$ cat config.mk
export PLATFORM = sky130hd
export DESIGN_NAME = mmio_top
export DESIGN_NICKNAME = d
export VERILOG_FILES = /design/src/hdl/mmio_pkg.sv /design/src/hdl/afu_pkg.sv /design/src/hdl/mmio_request_capture.sv /design/src/hdl/mmio_register_file.sv /design/src/hdl/mmio_response.sv /design/src/hdl/mmio_top.sv
export VERILOG_INCLUDE_DIRS = /design/src /design/src/hdl
export SDC_FILE = /design/constraint.sdc
export NUM_CORES = 1
export LEC_CHECK = 0
export ABC_CLOCK_PERIOD_IN_PS = 3700
export BUFFER_PORTS_ARGS = -buffer_cell sky130_fd_sc_hd__buf_2
export CAP_MARGIN = 40
export CORE_AREA = 2 2 360 362
export DETAILED_ROUTE_END_ITERATION = 7
export DIE_AREA = 0 0 362 364
export PLACE_DENSITY_LB_ADDON = 0.25
export SLEW_MARGIN = 30
export SYNTH_ARGS = -nofsm -noshare
export SYNTH_HDL_FRONTEND = slang
export SYNTH_SLANG_ARGS = --single-unit
$ cat constraint.sdc
create_clock -name clock -period 3.7 [get_ports clock]
set_clock_uncertainty 0.2 [all_clocks]
set_input_delay 0.925 -clock clock [delete_from_list [all_inputs] [get_ports clock]]
set_output_delay 0.925 -clock clock [all_outputs]
set_load 0.05 [all_outputs]
$ cat src/hdl/mmio_params.svh
`ifndef MMIO_PARAMS_SVH
`define MMIO_PARAMS_SVH

//////////////////////////////////////////////////
// Host MMIO port
//////////////////////////////////////////////////

// Word address and data widths
`define MMIO_ADDR_W 24
`define MMIO_DATA_W 64

// One 32-bit half of a doubleword
`define MMIO_HALF_W 32

// Parity error flags (bit 1 data, bit 0 address)
`define MMIO_ERR_W 2

//////////////////////////////////////////////////
// Accelerator descriptor table
//////////////////////////////////////////////////
`define AFU_DESC_WORDS 10
`define AFU_DESC_IDX_W (`MMIO_ADDR_W - 1)

`endif

$ cat src/hdl/mmio_pkg.sv
`include "mmio_params.svh"

package mmio_pkg;

  // Request kind after decoding valid, cfg and read
  typedef enum logic [2:0] {
    op_none      = 3'd0,
    op_cfg_read  = 3'd1,
    op_cfg_write = 3'd2,
    op_reg_read  = 3'd3,
    op_reg_write = 3'd4
  } mmio_op_e;

  //////////////////////////////////////////////////
  // Register map, word addresses
  //////////////////////////////////////////////////
  typedef enum logic [`MMIO_ADDR_W-1:0] {
    // Write side
    AFU_CONFIGURE      = 24'h3F_FF00,
    AFU_CONFIGURE_2    = 24'h3F_FF02,
    CU_CONFIGURE       = 24'h3F_FF04,
    CU_CONFIGURE_2     = 24'h3F_FF06,
    CU_RETURN_DONE_ACK = 24'h3F_FF08,
    ERROR_REG_ACK      = 24'h3F_FF0A,
    // Status read side
    CU_RETURN          = 24'h3F_FF10,
    CU_RETURN_DONE     = 24'h3F_FF12,
    ERROR_REG          = 24'h3F_FF14,
    AFU_STATUS         = 24'h3F_FF16,
    CU_STATUS          = 24'h3F_FF18,
    // Statistics
    DONE_COUNT_REG     = 24'h3F_FF20,
    FLUSHED_COUNT_REG  = 24'h3F_FF22,
    CYCLE_COUNT_REG    = 24'h3F_FF24
  } mmio_reg_e;

  // Bit that makes data plus parity hold an odd number of ones.
  // Narrower fields are zero extended by the caller
  function automatic logic odd_parity(
    input logic [`MMIO_DATA_W-1:0] data
  );
    return ~(^data);
  endfunction

endpackage

$ cat src/hdl/afu_pkg.sv
`include "mmio_params.svh"

package afu_pkg;

  // Descriptor layout, doubleword 0 in the top bits
  typedef struct packed {
    logic [15:0]  num_ints_per_process;
    logic [15:0]  num_of_processes;
    logic [15:0]  num_of_afu_crs;
    logic [15:0]  req_prog_model;
    logic [191:0] reserved_1;
    logic [7:0]   reserved_2;
    logic [55:0]  afu_cr_len;
    logic [63:0]  afu_cr_offset;
    logic [5:0]   reserved_3;
    logic         psa_per_process_required;
    logic         psa_required;
    logic [55:0]  psa_length;
    logic [63:0]  psa_offset;
    logic [7:0]   reserved_4;
    logic [55:0]  afu_eb_len;
    logic [63:0]  afu_eb_offset;
  } afu_desc_t;

  // Single dedicated process with one config record
  parameter afu_desc_t afu_desc_c = '{
    num_ints_per_process     : 16'h0000,
    num_of_processes         : 16'h0001,
    num_of_afu_crs           : 16'h0001,
    req_prog_model           : 16'h8010,
    afu_cr_len               : 56'h00_0000_0000_0001,
    afu_cr_offset            : 64'h0000_0000_0000_0100,
    psa_required             : 1'b1,
    default                  : '0
  };

  function automatic logic [`MMIO_DATA_W-1:0] read_afu_descriptor(
    input logic [`AFU_DESC_IDX_W-1:0] index
  );
    logic [`AFU_DESC_WORDS*`MMIO_DATA_W-1:0] desc_bits;
    int unsigned                             word;
    desc_bits = afu_desc_c;
    if (index >= `AFU_DESC_WORDS) begin
      return '0;
    end
    word = `AFU_DESC_WORDS - 1 - int'(index);
    return desc_bits[word*`MMIO_DATA_W +: `MMIO_DATA_W];
  endfunction

endpackage

$ cat src/hdl/mmio_request_capture.sv
`timescale 1ns/100ps
`include "mmio_params.svh"

module mmio_request_capture (
  input  logic                        clock,
  input  logic                        rstn,
  input  logic                        mmio_valid,
  input  logic                        mmio_cfg,
  input  logic                        mmio_read,
  input  logic                        mmio_doubleword,
  input  logic [`MMIO_ADDR_W-1:0]     mmio_address,
  input  logic                        mmio_address_parity,
  input  logic [`MMIO_DATA_W-1:0]     mmio_wdata,
  input  logic                        mmio_wdata_parity,
  output mmio_pkg::mmio_op_e          req_op,
  output logic [`MMIO_ADDR_W-1:0]     req_address,
  output logic [`MMIO_DATA_W-1:0]     req_wdata,
  output logic                        req_doubleword,
  output logic                        req_half,
  output logic                        addr_parity_error,
  output logic                        data_parity_error
);

  mmio_pkg::mmio_op_e op_next;
  logic               addr_par_calc;
  logic               data_par_calc;
  logic               is_write;

  //////////////////////////////////////////////////
  // Request decode
  //////////////////////////////////////////////////
  always_comb begin
    if (!mmio_valid) begin
      op_next = mmio_pkg::op_none;
    end else if (mmio_cfg) begin
      op_next = mmio_read ? mmio_pkg::op_cfg_read : mmio_pkg::op_cfg_write;
    end else begin
      op_next = mmio_read ? mmio_pkg::op_reg_read : mmio_pkg::op_reg_write;
    end
  end

  assign is_write = mmio_valid && !mmio_read;

  // Expected parity of what the host sent
  assign addr_par_calc = mmio_pkg::odd_parity(
    {{(`MMIO_DATA_W - `MMIO_ADDR_W){1'b0}}, mmio_address}
  );
  assign data_par_calc = mmio_pkg::odd_parity(mmio_wdata);

  always_ff @(posedge clock or negedge rstn) begin
    if (!rstn) begin
      req_op            <= mmio_pkg::op_none;
      addr_parity_error <= 1'b0;
      data_parity_error <= 1'b0;
    end else begin
      req_op            <= op_next;
      addr_parity_error <= mmio_valid && (mmio_address_parity != addr_par_calc);
      // Write data is ignored on reads, so no check there
      data_parity_error <= is_write && (mmio_wdata_parity != data_par_calc);
    end
  end

  //////////////////////////////////////////////////
  // Request payload
  //////////////////////////////////////////////////
  always_ff @(posedge clock) begin
    req_address    <= mmio_valid ? mmio_address : '0;
    req_wdata      <= is_write ? mmio_wdata : '0;
    req_doubleword <= mmio_valid && mmio_doubleword;
    // Address bit 0 picks the low half of a config doubleword
    req_half       <= mmio_valid && mmio_cfg && mmio_address[0];
  end

endmodule

$ cat src/hdl/mmio_register_file.sv
`timescale 1ns/100ps
`include "mmio_params.svh"

module mmio_register_file (
  input  logic                        clock,
  input  logic                        rstn,
  input  mmio_pkg::mmio_op_e          req_op,
  input  logic [`MMIO_ADDR_W-1:0]     req_address,
  input  logic [`MMIO_DATA_W-1:0]     req_wdata,
  input  logic                        req_doubleword,
  input  logic                        req_half,
  input  logic [`MMIO_DATA_W-1:0]     cu_return,
  input  logic [`MMIO_DATA_W-1:0]     cu_return_done,
  input  logic [`MMIO_DATA_W-1:0]     report_errors,
  input  logic [`MMIO_DATA_W-1:0]     afu_status,
  input  logic [`MMIO_DATA_W-1:0]     cu_status,
  input  logic [`MMIO_DATA_W-1:0]     done_count,
  input  logic [`MMIO_DATA_W-1:0]     flushed_count,
  input  logic [`MMIO_DATA_W-1:0]     cycle_count,
  output logic [`MMIO_DATA_W-1:0]     afu_configure,
  output logic [`MMIO_DATA_W-1:0]     afu_configure_2,
  output logic [`MMIO_DATA_W-1:0]     cu_configure,
  output logic [`MMIO_DATA_W-1:0]     cu_configure_2,
  output logic                        cu_return_done_ack,
  output logic                        report_errors_ack,
  output mmio_pkg::mmio_op_e          rd_op,
  output logic [`MMIO_DATA_W-1:0]     rd_data,
  output logic                        rd_doubleword,
  output logic                        rd_half
);

  logic [`MMIO_DATA_W-1:0] cu_return_q;
  logic [`MMIO_DATA_W-1:0] cu_return_done_q;
  logic [`MMIO_DATA_W-1:0] report_errors_q;
  logic [`MMIO_DATA_W-1:0] afu_status_q;
  logic [`MMIO_DATA_W-1:0] cu_status_q;
  logic [`MMIO_DATA_W-1:0] done_count_q;
  logic [`MMIO_DATA_W-1:0] flushed_count_q;
  logic [`MMIO_DATA_W-1:0] cycle_count_q;
  logic [`MMIO_DATA_W-1:0] reg_data;
  logic                    reg_hit;
  mmio_pkg::mmio_op_e      last_read_op;

  // Status sampled every edge
  always_ff @(posedge clock) begin
    cu_return_q      <= cu_return;
    cu_return_done_q <= cu_return_done;
    report_errors_q  <= report_errors;
    afu_status_q     <= afu_status;
    cu_status_q      <= cu_status;
    done_count_q     <= done_count;
    flushed_count_q  <= flushed_count;
    cycle_count_q    <= cycle_count;
  end

  //////////////////////////////////////////////////
  // Write strobes and ack pulses
  //////////////////////////////////////////////////
  always_ff @(posedge clock or negedge rstn) begin
    if (!rstn) begin
      afu_configure      <= '0;
      afu_configure_2    <= '0;
      cu_configure       <= '0;
      cu_configure_2     <= '0;
      cu_return_done_ack <= 1'b0;
      report_errors_ack  <= 1'b0;
    end else begin
      afu_configure      <= '0;
      afu_configure_2    <= '0;
      cu_configure       <= '0;
      cu_configure_2     <= '0;
      cu_return_done_ack <= 1'b0;
      report_errors_ack  <= 1'b0;
      if (req_op == mmio_pkg::op_reg_write) begin
        case (req_address)
          mmio_pkg::AFU_CONFIGURE:      afu_configure      <= req_wdata;
          mmio_pkg::AFU_CONFIGURE_2:    afu_configure_2    <= req_wdata;
          mmio_pkg::CU_CONFIGURE:       cu_configure       <= req_wdata;
          mmio_pkg::CU_CONFIGURE_2:     cu_configure_2     <= req_wdata;
          mmio_pkg::CU_RETURN_DONE_ACK: cu_return_done_ack <= |req_wdata;
          mmio_pkg::ERROR_REG_ACK:      report_errors_ack  <= |req_wdata;
          default: ;
        endcase
      end
    end
  end

  //////////////////////////////////////////////////
  // Read selection
  //////////////////////////////////////////////////
  always_comb begin
    reg_hit  = 1'b1;
    reg_data = rd_data;
    case (req_address)
      mmio_pkg::CU_RETURN:         reg_data = cu_return_q;
      mmio_pkg::CU_RETURN_DONE:    reg_data = cu_return_done_q;
      mmio_pkg::ERROR_REG:         reg_data = report_errors_q;
      mmio_pkg::AFU_STATUS:        reg_data = afu_status_q;
      mmio_pkg::CU_STATUS:         reg_data = cu_status_q;
      mmio_pkg::DONE_COUNT_REG:    reg_data = done_count_q;
      mmio_pkg::FLUSHED_COUNT_REG: reg_data = flushed_count_q;
      mmio_pkg::CYCLE_COUNT_REG:   reg_data = cycle_count_q;
      default:                     reg_hit  = 1'b0;
    endcase
  end

  // Unmapped reads replay the last read op with its held data and format,
  // so the host sees the previous response again
  always_ff @(posedge clock or negedge rstn) begin
    if (!rstn) begin
      rd_op         <= mmio_pkg::op_none;
      rd_data       <= '0;
      rd_doubleword <= 1'b1;
      rd_half       <= 1'b0;
      last_read_op  <= mmio_pkg::op_reg_read;
    end else if (req_op == mmio_pkg::op_cfg_read) begin
      rd_op         <= req_op;
      rd_data       <= afu_pkg::read_afu_descriptor(req_address[`MMIO_ADDR_W-1:1]);
      rd_doubleword <= req_doubleword;
      rd_half       <= req_half;
      last_read_op  <= mmio_pkg::op_cfg_read;
    end else if (req_op == mmio_pkg::op_reg_read && reg_hit) begin
      rd_op         <= req_op;
      rd_data       <= reg_data;
      rd_doubleword <= req_doubleword;
      rd_half       <= req_half;
      last_read_op  <= mmio_pkg::op_reg_read;
    end else if (req_op == mmio_pkg::op_reg_read) begin
      rd_op <= last_read_op;
    end else begin
      rd_op <= req_op;
    end
  end

endmodule

$ cat src/hdl/mmio_response.sv
`timescale 1ns/100ps
`include "mmio_params.svh"

module mmio_response (
  input  logic                        clock,
  input  logic                        rstn,
  input  mmio_pkg::mmio_op_e          rd_op,
  input  logic [`MMIO_DATA_W-1:0]     rd_data,
  input  logic                        rd_doubleword,
  input  logic                        rd_half,
  input  logic                        addr_parity_error,
  input  logic                        data_parity_error,
  output logic                        mmio_ack,
  output logic [`MMIO_DATA_W-1:0]     mmio_rdata,
  output logic                        mmio_rdata_parity,
  output logic [`MMIO_ERR_W-1:0]      mmio_errors
);

  logic [`MMIO_DATA_W-1:0] rdata_fmt;
  logic [`MMIO_ERR_W-1:0]  err_stage;
  logic                    is_read;

  // 32-bit config reads return the chosen half in both halves
  always_comb begin
    if (rd_op == mmio_pkg::op_cfg_read && !rd_doubleword) begin
      if (rd_half) begin
        rdata_fmt = {2{rd_data[`MMIO_HALF_W-1:0]}};
      end else begin
        rdata_fmt = {2{rd_data[`MMIO_DATA_W-1:`MMIO_HALF_W]}};
      end
    end else begin
      rdata_fmt = rd_data;
    end
  end

  assign is_read = (rd_op == mmio_pkg::op_cfg_read) || (rd_op == mmio_pkg::op_reg_read);

  //////////////////////////////////////////////////
  // Ack, read data and error flags
  //////////////////////////////////////////////////
  always_ff @(posedge clock or negedge rstn) begin
    if (!rstn) begin
      mmio_ack          <= 1'b0;
      mmio_rdata        <= '0;
      mmio_rdata_parity <= 1'b1;
      err_stage         <= '0;
      mmio_errors       <= '0;
    end else begin
      mmio_ack <= (rd_op != mmio_pkg::op_none);
      if (is_read) begin
        mmio_rdata        <= rdata_fmt;
        mmio_rdata_parity <= mmio_pkg::odd_parity(rdata_fmt);
      end
      // Flags are one stage ahead of rd_op
      err_stage   <= {data_parity_error, addr_parity_error};
      mmio_errors <= err_stage;
    end
  end

endmodule

$ cat src/hdl/mmio_top.sv
`timescale 1ns/100ps
`include "mmio_params.svh"

module mmio_top (
  input  logic                        clock,
  input  logic                        rstn,
  input  logic                        mmio_valid,
  input  logic                        mmio_cfg,
  input  logic                        mmio_read,
  input  logic                        mmio_doubleword,
  input  logic [`MMIO_ADDR_W-1:0]     mmio_address,
  input  logic                        mmio_address_parity,
  input  logic [`MMIO_DATA_W-1:0]     mmio_wdata,
  input  logic                        mmio_wdata_parity,
  input  logic [`MMIO_DATA_W-1:0]     cu_return,
  input  logic [`MMIO_DATA_W-1:0]     cu_return_done,
  input  logic [`MMIO_DATA_W-1:0]     report_errors,
  input  logic [`MMIO_DATA_W-1:0]     afu_status,
  input  logic [`MMIO_DATA_W-1:0]     cu_status,
  input  logic [`MMIO_DATA_W-1:0]     done_count,
  input  logic [`MMIO_DATA_W-1:0]     flushed_count,
  input  logic [`MMIO_DATA_W-1:0]     cycle_count,
  output logic                        mmio_ack,
  output logic [`MMIO_DATA_W-1:0]     mmio_rdata,
  output logic                        mmio_rdata_parity,
  output logic [`MMIO_ERR_W-1:0]      mmio_errors,
  output logic [`MMIO_DATA_W-1:0]     afu_configure,
  output logic [`MMIO_DATA_W-1:0]     afu_configure_2,
  output logic [`MMIO_DATA_W-1:0]     cu_configure,
  output logic [`MMIO_DATA_W-1:0]     cu_configure_2,
  output logic                        cu_return_done_ack,
  output logic                        report_errors_ack
);

  mmio_pkg::mmio_op_e      req_op;
  logic [`MMIO_ADDR_W-1:0] req_address;
  logic [`MMIO_DATA_W-1:0] req_wdata;
  logic                    req_doubleword;
  logic                    req_half;
  logic                    addr_parity_error;
  logic                    data_parity_error;
  mmio_pkg::mmio_op_e      rd_op;
  logic [`MMIO_DATA_W-1:0] rd_data;
  logic                    rd_doubleword;
  logic                    rd_half;

  // Stage 1, host request in
  mmio_request_capture u_capture (
    .clock               (clock),
    .rstn                (rstn),
    .mmio_valid          (mmio_valid),
    .mmio_cfg            (mmio_cfg),
    .mmio_read           (mmio_read),
    .mmio_doubleword     (mmio_doubleword),
    .mmio_address        (mmio_address),
    .mmio_address_parity (mmio_address_parity),
    .mmio_wdata          (mmio_wdata),
    .mmio_wdata_parity   (mmio_wdata_parity),
    .req_op              (req_op),
    .req_address         (req_address),
    .req_wdata           (req_wdata),
    .req_doubleword      (req_doubleword),
    .req_half            (req_half),
    .addr_parity_error   (addr_parity_error),
    .data_parity_error   (data_parity_error)
  );

  // Stage 2, registers and descriptor
  mmio_register_file u_regs (
    .clock              (clock),
    .rstn               (rstn),
    .req_op             (req_op),
    .req_address        (req_address),
    .req_wdata          (req_wdata),
    .req_doubleword     (req_doubleword),
    .req_half           (req_half),
    .cu_return          (cu_return),
    .cu_return_done     (cu_return_done),
    .report_errors      (report_errors),
    .afu_status         (afu_status),
    .cu_status          (cu_status),
    .done_count         (done_count),
    .flushed_count      (flushed_count),
    .cycle_count        (cycle_count),
    .afu_configure      (afu_configure),
    .afu_configure_2    (afu_configure_2),
    .cu_configure       (cu_configure),
    .cu_configure_2     (cu_configure_2),
    .cu_return_done_ack (cu_return_done_ack),
    .report_errors_ack  (report_errors_ack),
    .rd_op              (rd_op),
    .rd_data            (rd_data),
    .rd_doubleword      (rd_doubleword),
    .rd_half            (rd_half)
  );

  // Stage 3, response to host
  mmio_response u_response (
    .clock             (clock),
    .rstn              (rstn),
    .rd_op             (rd_op),
    .rd_data           (rd_data),
    .rd_doubleword     (rd_doubleword),
    .rd_half           (rd_half),
    .addr_parity_error (addr_parity_error),
    .data_parity_error (data_parity_error),
    .mmio_ack          (mmio_ack),
    .mmio_rdata        (mmio_rdata),
    .mmio_rdata_parity (mmio_rdata_parity),
    .mmio_errors       (mmio_errors)
  );

endmodule

Word level (Yosys, flattened, before mapping)
Cells that the tools add are included.
W data, S select, Z words.
{"block": "word_totals", "reg_bits": 1007, "inputBits": 608, "output_inout_bits": 326, "wordCells": 113}
{"block": "op_classes", "add_sub_neg": 1, "n_lt_le_gt_ge": 1, "eq_ne": 21, "shift": 1, "mux": 35, "bitwise_logic": 3, "n_reduce_logical": 20}
{"cell": "$mux W64", "n": 14}
{"cell": "$shiftx A640 B33 Y64 const A", "n": 1}
{"cell": "$pmux W64 S8", "n": 1}
{"cell": "$eq A24 B22 Y1 const B", "n": 14}
{"cell": "$reduce_xor A64 Y1", "n": 3}
{"cell": "$reduce_or A64 Y1", "n": 1}
{"cell": "$mux W3", "n": 8}
{"cell": "$sub A4 B23 Y24 const A", "n": 1}
{"cell": "$ge A23 B4 Y1 const B", "n": 1}
{"cell": "$mux W1", "n": 11}
{"cell": "$reduce_bool A9 Y1", "n": 1}
{"cell": "$logic_and A1 B1 Y1", "n": 8}
{"cell": "$reduce_or A8 Y1", "n": 1}
{"cell": "$eq A3 B1 Y1 const B", "n": 2}
{"cell": "$eq A3 B2 Y1 const B", "n": 2}
{"cell": "$eq A3 B3 Y1 const B", "n": 1}
{"cell": "$not A1 Y1", "n": 3}
{"cell": "$reduce_bool A3 Y1", "n": 1}
{"cell": "$logic_not A1 Y1", "n": 2}
{"cell": "$mux W2", "n": 1}
{"cell": "$ne A1 B1 Y1", "n": 2}
{"cell": "$reduce_and A2 Y1", "n": 1}
{"cell": "$reduce_bool A2 Y1", "n": 1}
{"cell": "$logic_or A1 B1 Y1", "n": 1}

Logic depth before layout (Yosys ltp)
{"block": "logic_depth", "ltp_word": 6, "ltp_mapped": 13, "depth_no_buf": 10}

Hierarchy
From an unflattened synthesis, not the netlist that was laid out.
{"block": "unflattened", "cells_unflattened": 2637, "area_unflattened_um2": 32316.0}
{"module": "mmio_register_file", "instances": 1, "cells_per_inst": 1963, "area_each_um2": 24801.3, "seq_area_each_um2": 18460.2}
{"module": "mmio_response", "instances": 1, "cells_per_inst": 383, "area_each_um2": 4149.0, "seq_area_each_um2": 1752.9}
{"module": "mmio_request_capture", "instances": 1, "cells_per_inst": 291, "area_each_um2": 3365.7, "seq_area_each_um2": 1926.8}

Worst setup path after synthesis
Ideal clock, no wire load.
{"block": "synth_timing", "path_kind": "reg2reg", "startpoint": "register u_capture.req_address[2]", "endpoint": "register u_regs.rd_half", "setup_time_ns": 0.125, "t_arrival_ns": 2.170, "required_time_ns": 3.375, "path_slack_ns": 1.206, "path_stages_with_launch": 11, "path_buffers": 1, "period_less_slack_ns": 2.494, "path_cell_list": "dfxtp_1 > inv_1 > ha_1 > nor2b_1 > o21ai_1 > a2111oi_4 > nor2_1 > or2_1 > buf_6 > nand2_4 > mux2_2"}
{"block": "synth_via", "elab_chain_cells": 5, "elab_cells_between_ends": 12, "cone_classes": "eq/ne: 8; mux: 1; reduce/logical: 3"}
{"element": "start: declaration", "line_no": "mmio_request_capture.sv:16", "source": "output logic [`MMIO_ADDR_W-1:0] req_address,"}
{"element": "start signal: assignment", "line_no": "mmio_request_capture.sv:67", "source": "req_address <= mmio_valid ? mmio_address : '0;"}
{"element": "$eq A24 B22 Y1", "line_no": "mmio_register_file.sv:94", "source": "case (req_address)"}
{"element": "$reduce_or A8 Y1 (no line) *"}
{"element": "$mux W1 *", "line_no": "mmio_register_file.sv:94"}
{"element": "$logic_and A1 B1 Y1 *", "line_no": "mmio_register_file.sv:122", "source": "end else if (req_op == mmio_pkg::op_reg_read && reg_hit) begin"}
{"element": "$reduce_bool A2 Y1 (no line) *"}
{"element": "end signal: assignment", "line_no": "mmio_register_file.sv:120", "source": "rd_half <= req_half;"}
{"element": "end signal: assignment", "line_no": "mmio_register_file.sv:126", "source": "rd_half <= req_half;"}
{"element": "end: declaration", "line_no": "mmio_register_file.sv:29", "source": "output logic rd_half"}
Mark *: on every way between the ends. The rest lies on a longest branch, timed or not.
A chain may end at the register's enable or synchronous reset.

Final worst setup path
{"block": "layout_timing", "startpoint": "register u_capture.req_address[2]", "endpoint": "register u_regs.rd_data[43]"}
{"block": "layout_via", "elab_chain_cells": 6, "elab_cells_between_ends": 23, "cone_classes": "add/sub: 1; order compare: 1; eq/ne: 8; shift: 1; mux: 7; reduce/logical: 5"}
{"element": "branches (longest 6 deep; another with $sub A4 B23 Y24)"}
{"element": "end signal: assignment", "line_no": "mmio_register_file.sv:118", "source": "rd_data <= afu_pkg::read_afu_descriptor(req_address[`MMIO_ADDR_W-1:1]);"}
{"element": "end signal: assignment", "line_no": "mmio_register_file.sv:124", "source": "rd_data <= reg_data;"}
{"element": "end: declaration", "line_no": "mmio_register_file.sv:27", "source": "output logic [`MMIO_DATA_W-1:0] rd_data,"}
Parallel ways; which one is timed is not known. The select of a mux whose other input is x is not followed.

==> impl_metrics.py <==
metrics = {
    "setup_path": {
        "cp_slowest_cell": "and2_2",
        "endpoint_kind": "register",
        "path_class": "register to register",
        "timing.rr.start": "u_capture.req_address[2]",
        "rrSetupSlack_ns": 0.43,
        "worstSetupStartpointType": "register",
        "worst-path-stages": 9,
        "path_max_fanout": 26,
        "arrival_ns": 3.63,
        "path_cells": "inv_1 -> ha_1 -> nor2b_1 -> and2_2 -> buf_4 -> a221oi_1 -> o221ai_1 -> a21oi_1 -> o21ai_1",
        "crit_family": "compound AO/OA/AOI/OAI gates",
        "endpoint": "u_regs.rd_data[43]",
        "startpoint": "u_capture.req_address[2]",
        "cp_slowest_stage_delay_ns": 0.47,
        "rr_endpoint": "u_regs.rd_data[43]",
        "crit_buf_inv": 2,
        "required_ns": 4.06,
        "rr_worst_depth": 9,
    },
    "clock_network": {
        "clkTransAtPathRegs_ns": 0.07,
        "cts_resized": 0,
        "cts.sinks": 1005,
        "htreeDepth": 3,
        "cts_root_buf": "clkbuf_16",
        "clockBufferDepth": 3,
        "cts_tree": "done",
        "clkLatencyLatePin_ns": 0.74,
        "cts_buffers": 106,
    },
    "worst_hold_path": {
        "hold_class": "input pin to register",
    },
    "route": {
        "dr_wl_met3_um": 9340,
        "drt_iter0_markers": 1647,
        "num_vias": 24000,
        "drt-met1-wl_um": 54900,
        "top_layer_used": "met5",
        "dr_wl_met2_um": 69300,
        "ant_nets": 0,
        "routedWlPerCell_um": 25.3,
        "wl_um": 138000,
        "vias_per_cell": 4.40,
        "drtPass1Iterations": 6,
        "drc_errors": 0,
    },
    "power_and_ir_drop": {
        "p_per_area_mw_per_mm2": 566,
        "intPower_uw": 18500,
        "p_sw_uw": 5850,
        "finalPower_uw": 24400,
        "seqPwrFrac_pct": 47.5,
        "switching_share_pct": 24.0,
        "ir_drop_v": 0.000400,
        "comb_power_share_pct": 6.9,
        "p_leak_uw": 0.0200,
        "pwr-share-clk_pct": 45.6,
    },
    "run_status": {
        "status": "finished, final reports clean",
    },
    "final_layout": {
        "stdcell_count": 5454,
        "areaGrowthSynthToFinish_pct": 33.1,
        "final_cell_mix": "buf_2 (932), dfxtp_1 (601), dfrtp_1 (400)",
        "final_layout_size_suffix_gt1_share_pct": 32.7,
        "nNetsFinal": 4268,
        "layout_commonest_cell": "buf_2",
    },
    "timing": {
        "setup_violations": 0,
        "relSlewSlack_pct": 42.5,
        "rsz0062_at_grt": "false",
        "timing.final.crit_share_pct": 88.4,
        "fin_crit_ns": 3.27,
        "holdWs_ns": 0.0784,
        "max_freq_mhz": 306,
        "worst_pin_slew_ns": 0.857,
        "slew_violations": 0,
        "fin_setup_tns_ns": 0,
        "postLayoutSetupSlackWorst_ns": 0.430,
        "hold_viol": 0,
    },
    "logic_synthesis": {
        "yosysWarnings": 0,
        "synth_nets": 3317,
        "yosys.cell_types.count": 67,
        "ys_seq_area_share_pct": 68.4,
        "syn_inst": 2705,
        "synth_edf_count": 0,
        "synthesis.area_mm2": 0.0324,
        "avgSynthCellArea_um2": 12.0,
        "ys_ff_latch": 1005,
        "ys_dominant_reg_cell": "dfxtp_1",
        "synth-async-reset-ratio_pct": 40.1,
    },
    "grt": {
        "grt_max_degree": 87,
        "grt_pass1_vias": 24200,
        "antenna_found_initial": 95,
        "track_usage_pct": 20.4,
        "grt_pass1_wl_um": 189000,
        "gr-total-overflow": 0,
    },
    "floorplanning": {
        "start_util_pct": 25.2,
        "die-width_um": 362,
        "dieArea_mm2": 0.132,
        "ios": 934,
        "rows": 132,
        "die_y_um": 364,
        "coreArea_mm2": 0.128,
    },
    "placed_design": {
        "pre_cts_ws_ns": 0.381,
        "gp_congestion": 0.905,
        "port_buffers": 933,
        "dp.cells": 5222,
        "post-dp-hpwl_um": 110000,
    },
    "job": {
        "maxCapViolations": 0,
    },
}
worst min-delay path by stage:
stage	startpoint	to	slack, ns	cells after the start
2_1_floorplan	u_capture.addr_parity_error	u_response.err_stage[0]	0.13	0
3_3_place_gp	u_response.err_stage[0]	u_response.mmio_errors[0]	0.13	0
3_5_place_dp	u_response.err_stage[1]	u_response.mmio_errors[1]	0.13	0
4_1_cts	done_count[5]	u_regs.done_count_q[5]	0.004	1
5_1_grt	cu_status[33]	u_regs.cu_status_q[33]	0.04	1
6_report	done_count[5]	u_regs.done_count_q[5]	0.08	1
logic make-up after synthesis:
group,after synthesis,share of synthesized area (%)
AOI/OAI and AO/OA,432,8.94
xor gates and xnor gates,186,5.24
adders and majority gates,4,0.155
buffers and inverters,173,2.29
DFF,1005,68.4
muxes,143,4.44
and+or+nand+nor,762,10.6
worst register-to-register path, cell delays in order (launching register included):
cell and delay [ns]:
dfxtp_1 0.46, inv_1 0.12, ha_1 0.23, nor2b_1 0.18, and2_2 0.47, buf_4 0.36
a221oi_1 0.29, o221ai_1 0.25, a21oi_1 0.44, o21ai_1 0.11
power by group through the flow:
stage	Clock (µW)	Sequential (µW)	Combinational [µW]
after floorplan	0	11700	811
after global placement	0	11800	1690
after detailed placement	0	11800	1710
after CTS	11400	11600	1710
after global routing	11800	11600	1830
final	11100	11600	1690
Yosys cell counts, types with 5 or more instances:
cell	number	area, µm²
dfxtp_1	602	12100
dfrtp_1	400	10000
nor2_1	281	1050
nand2_1	246	923
mux2i_1	139	1390
xnor2_1	139	1220
clkbuf_1	123	462
o21ai_0	112	561
and2_1	99	619
a22oi_1	93	698
nand3_1	60	300
o21ai_1	59	295
xor2_1	42	368
a21oi_1	36	180
a221oi_1	24	210
buf_2	24	120
o2111ai_1	23	201
a22o_1	22	193
nor4_1	21	131
o221ai_1	20	175
o211ai_1	19	143
buf_1	11	41.3
buf_6	8	90.1
nand4_1	8	50.1
nor2b_1	7	43.8
nor3_1	7	35.0
inv_1	6	22.5
and3_1	5	31.3
xnor3_1	5	113
metal layers:
| layer | up-vias | track usage (%) |
|---|---|---|
| li1 | 11100 | - |
| met1 | 11600 | 24.3 |
| met2 | 933 | 35.6 |
| met3 | 292 | 5.35 |
| met4 | 54 | 6.67 |
| met5 | - | 0 |
metrics by stage:
stage | util [%] | instance area (µm²)
detailed placement | 30.6 | 39300
CTS | 33.5 | 43000
floorplan | - | 32400
global route | 33.6 | 43100
global placement | 30.5 | 39200
finish | 33.6 | 43100
cell type report:
type	instances	area (µm²)
Tap cell	1675	2100
Timing Repair Buffer	1010	5480
Multi-Input combinational cell	1527	9570
Fill cell	13000	85200
Inverter	6	22.5
Sequential cell	1005	22100
Clock inverter	49	631
Antenna cell	33	82.6
Clock buffer	149	3070
timing repair:
item,4_1_cts,5_1_grt
endpoints found under the hold margin,38,0
hold buffers,1,0
setup buffers,0,0
Note: power is estimated with default switching activity, not from simulation.
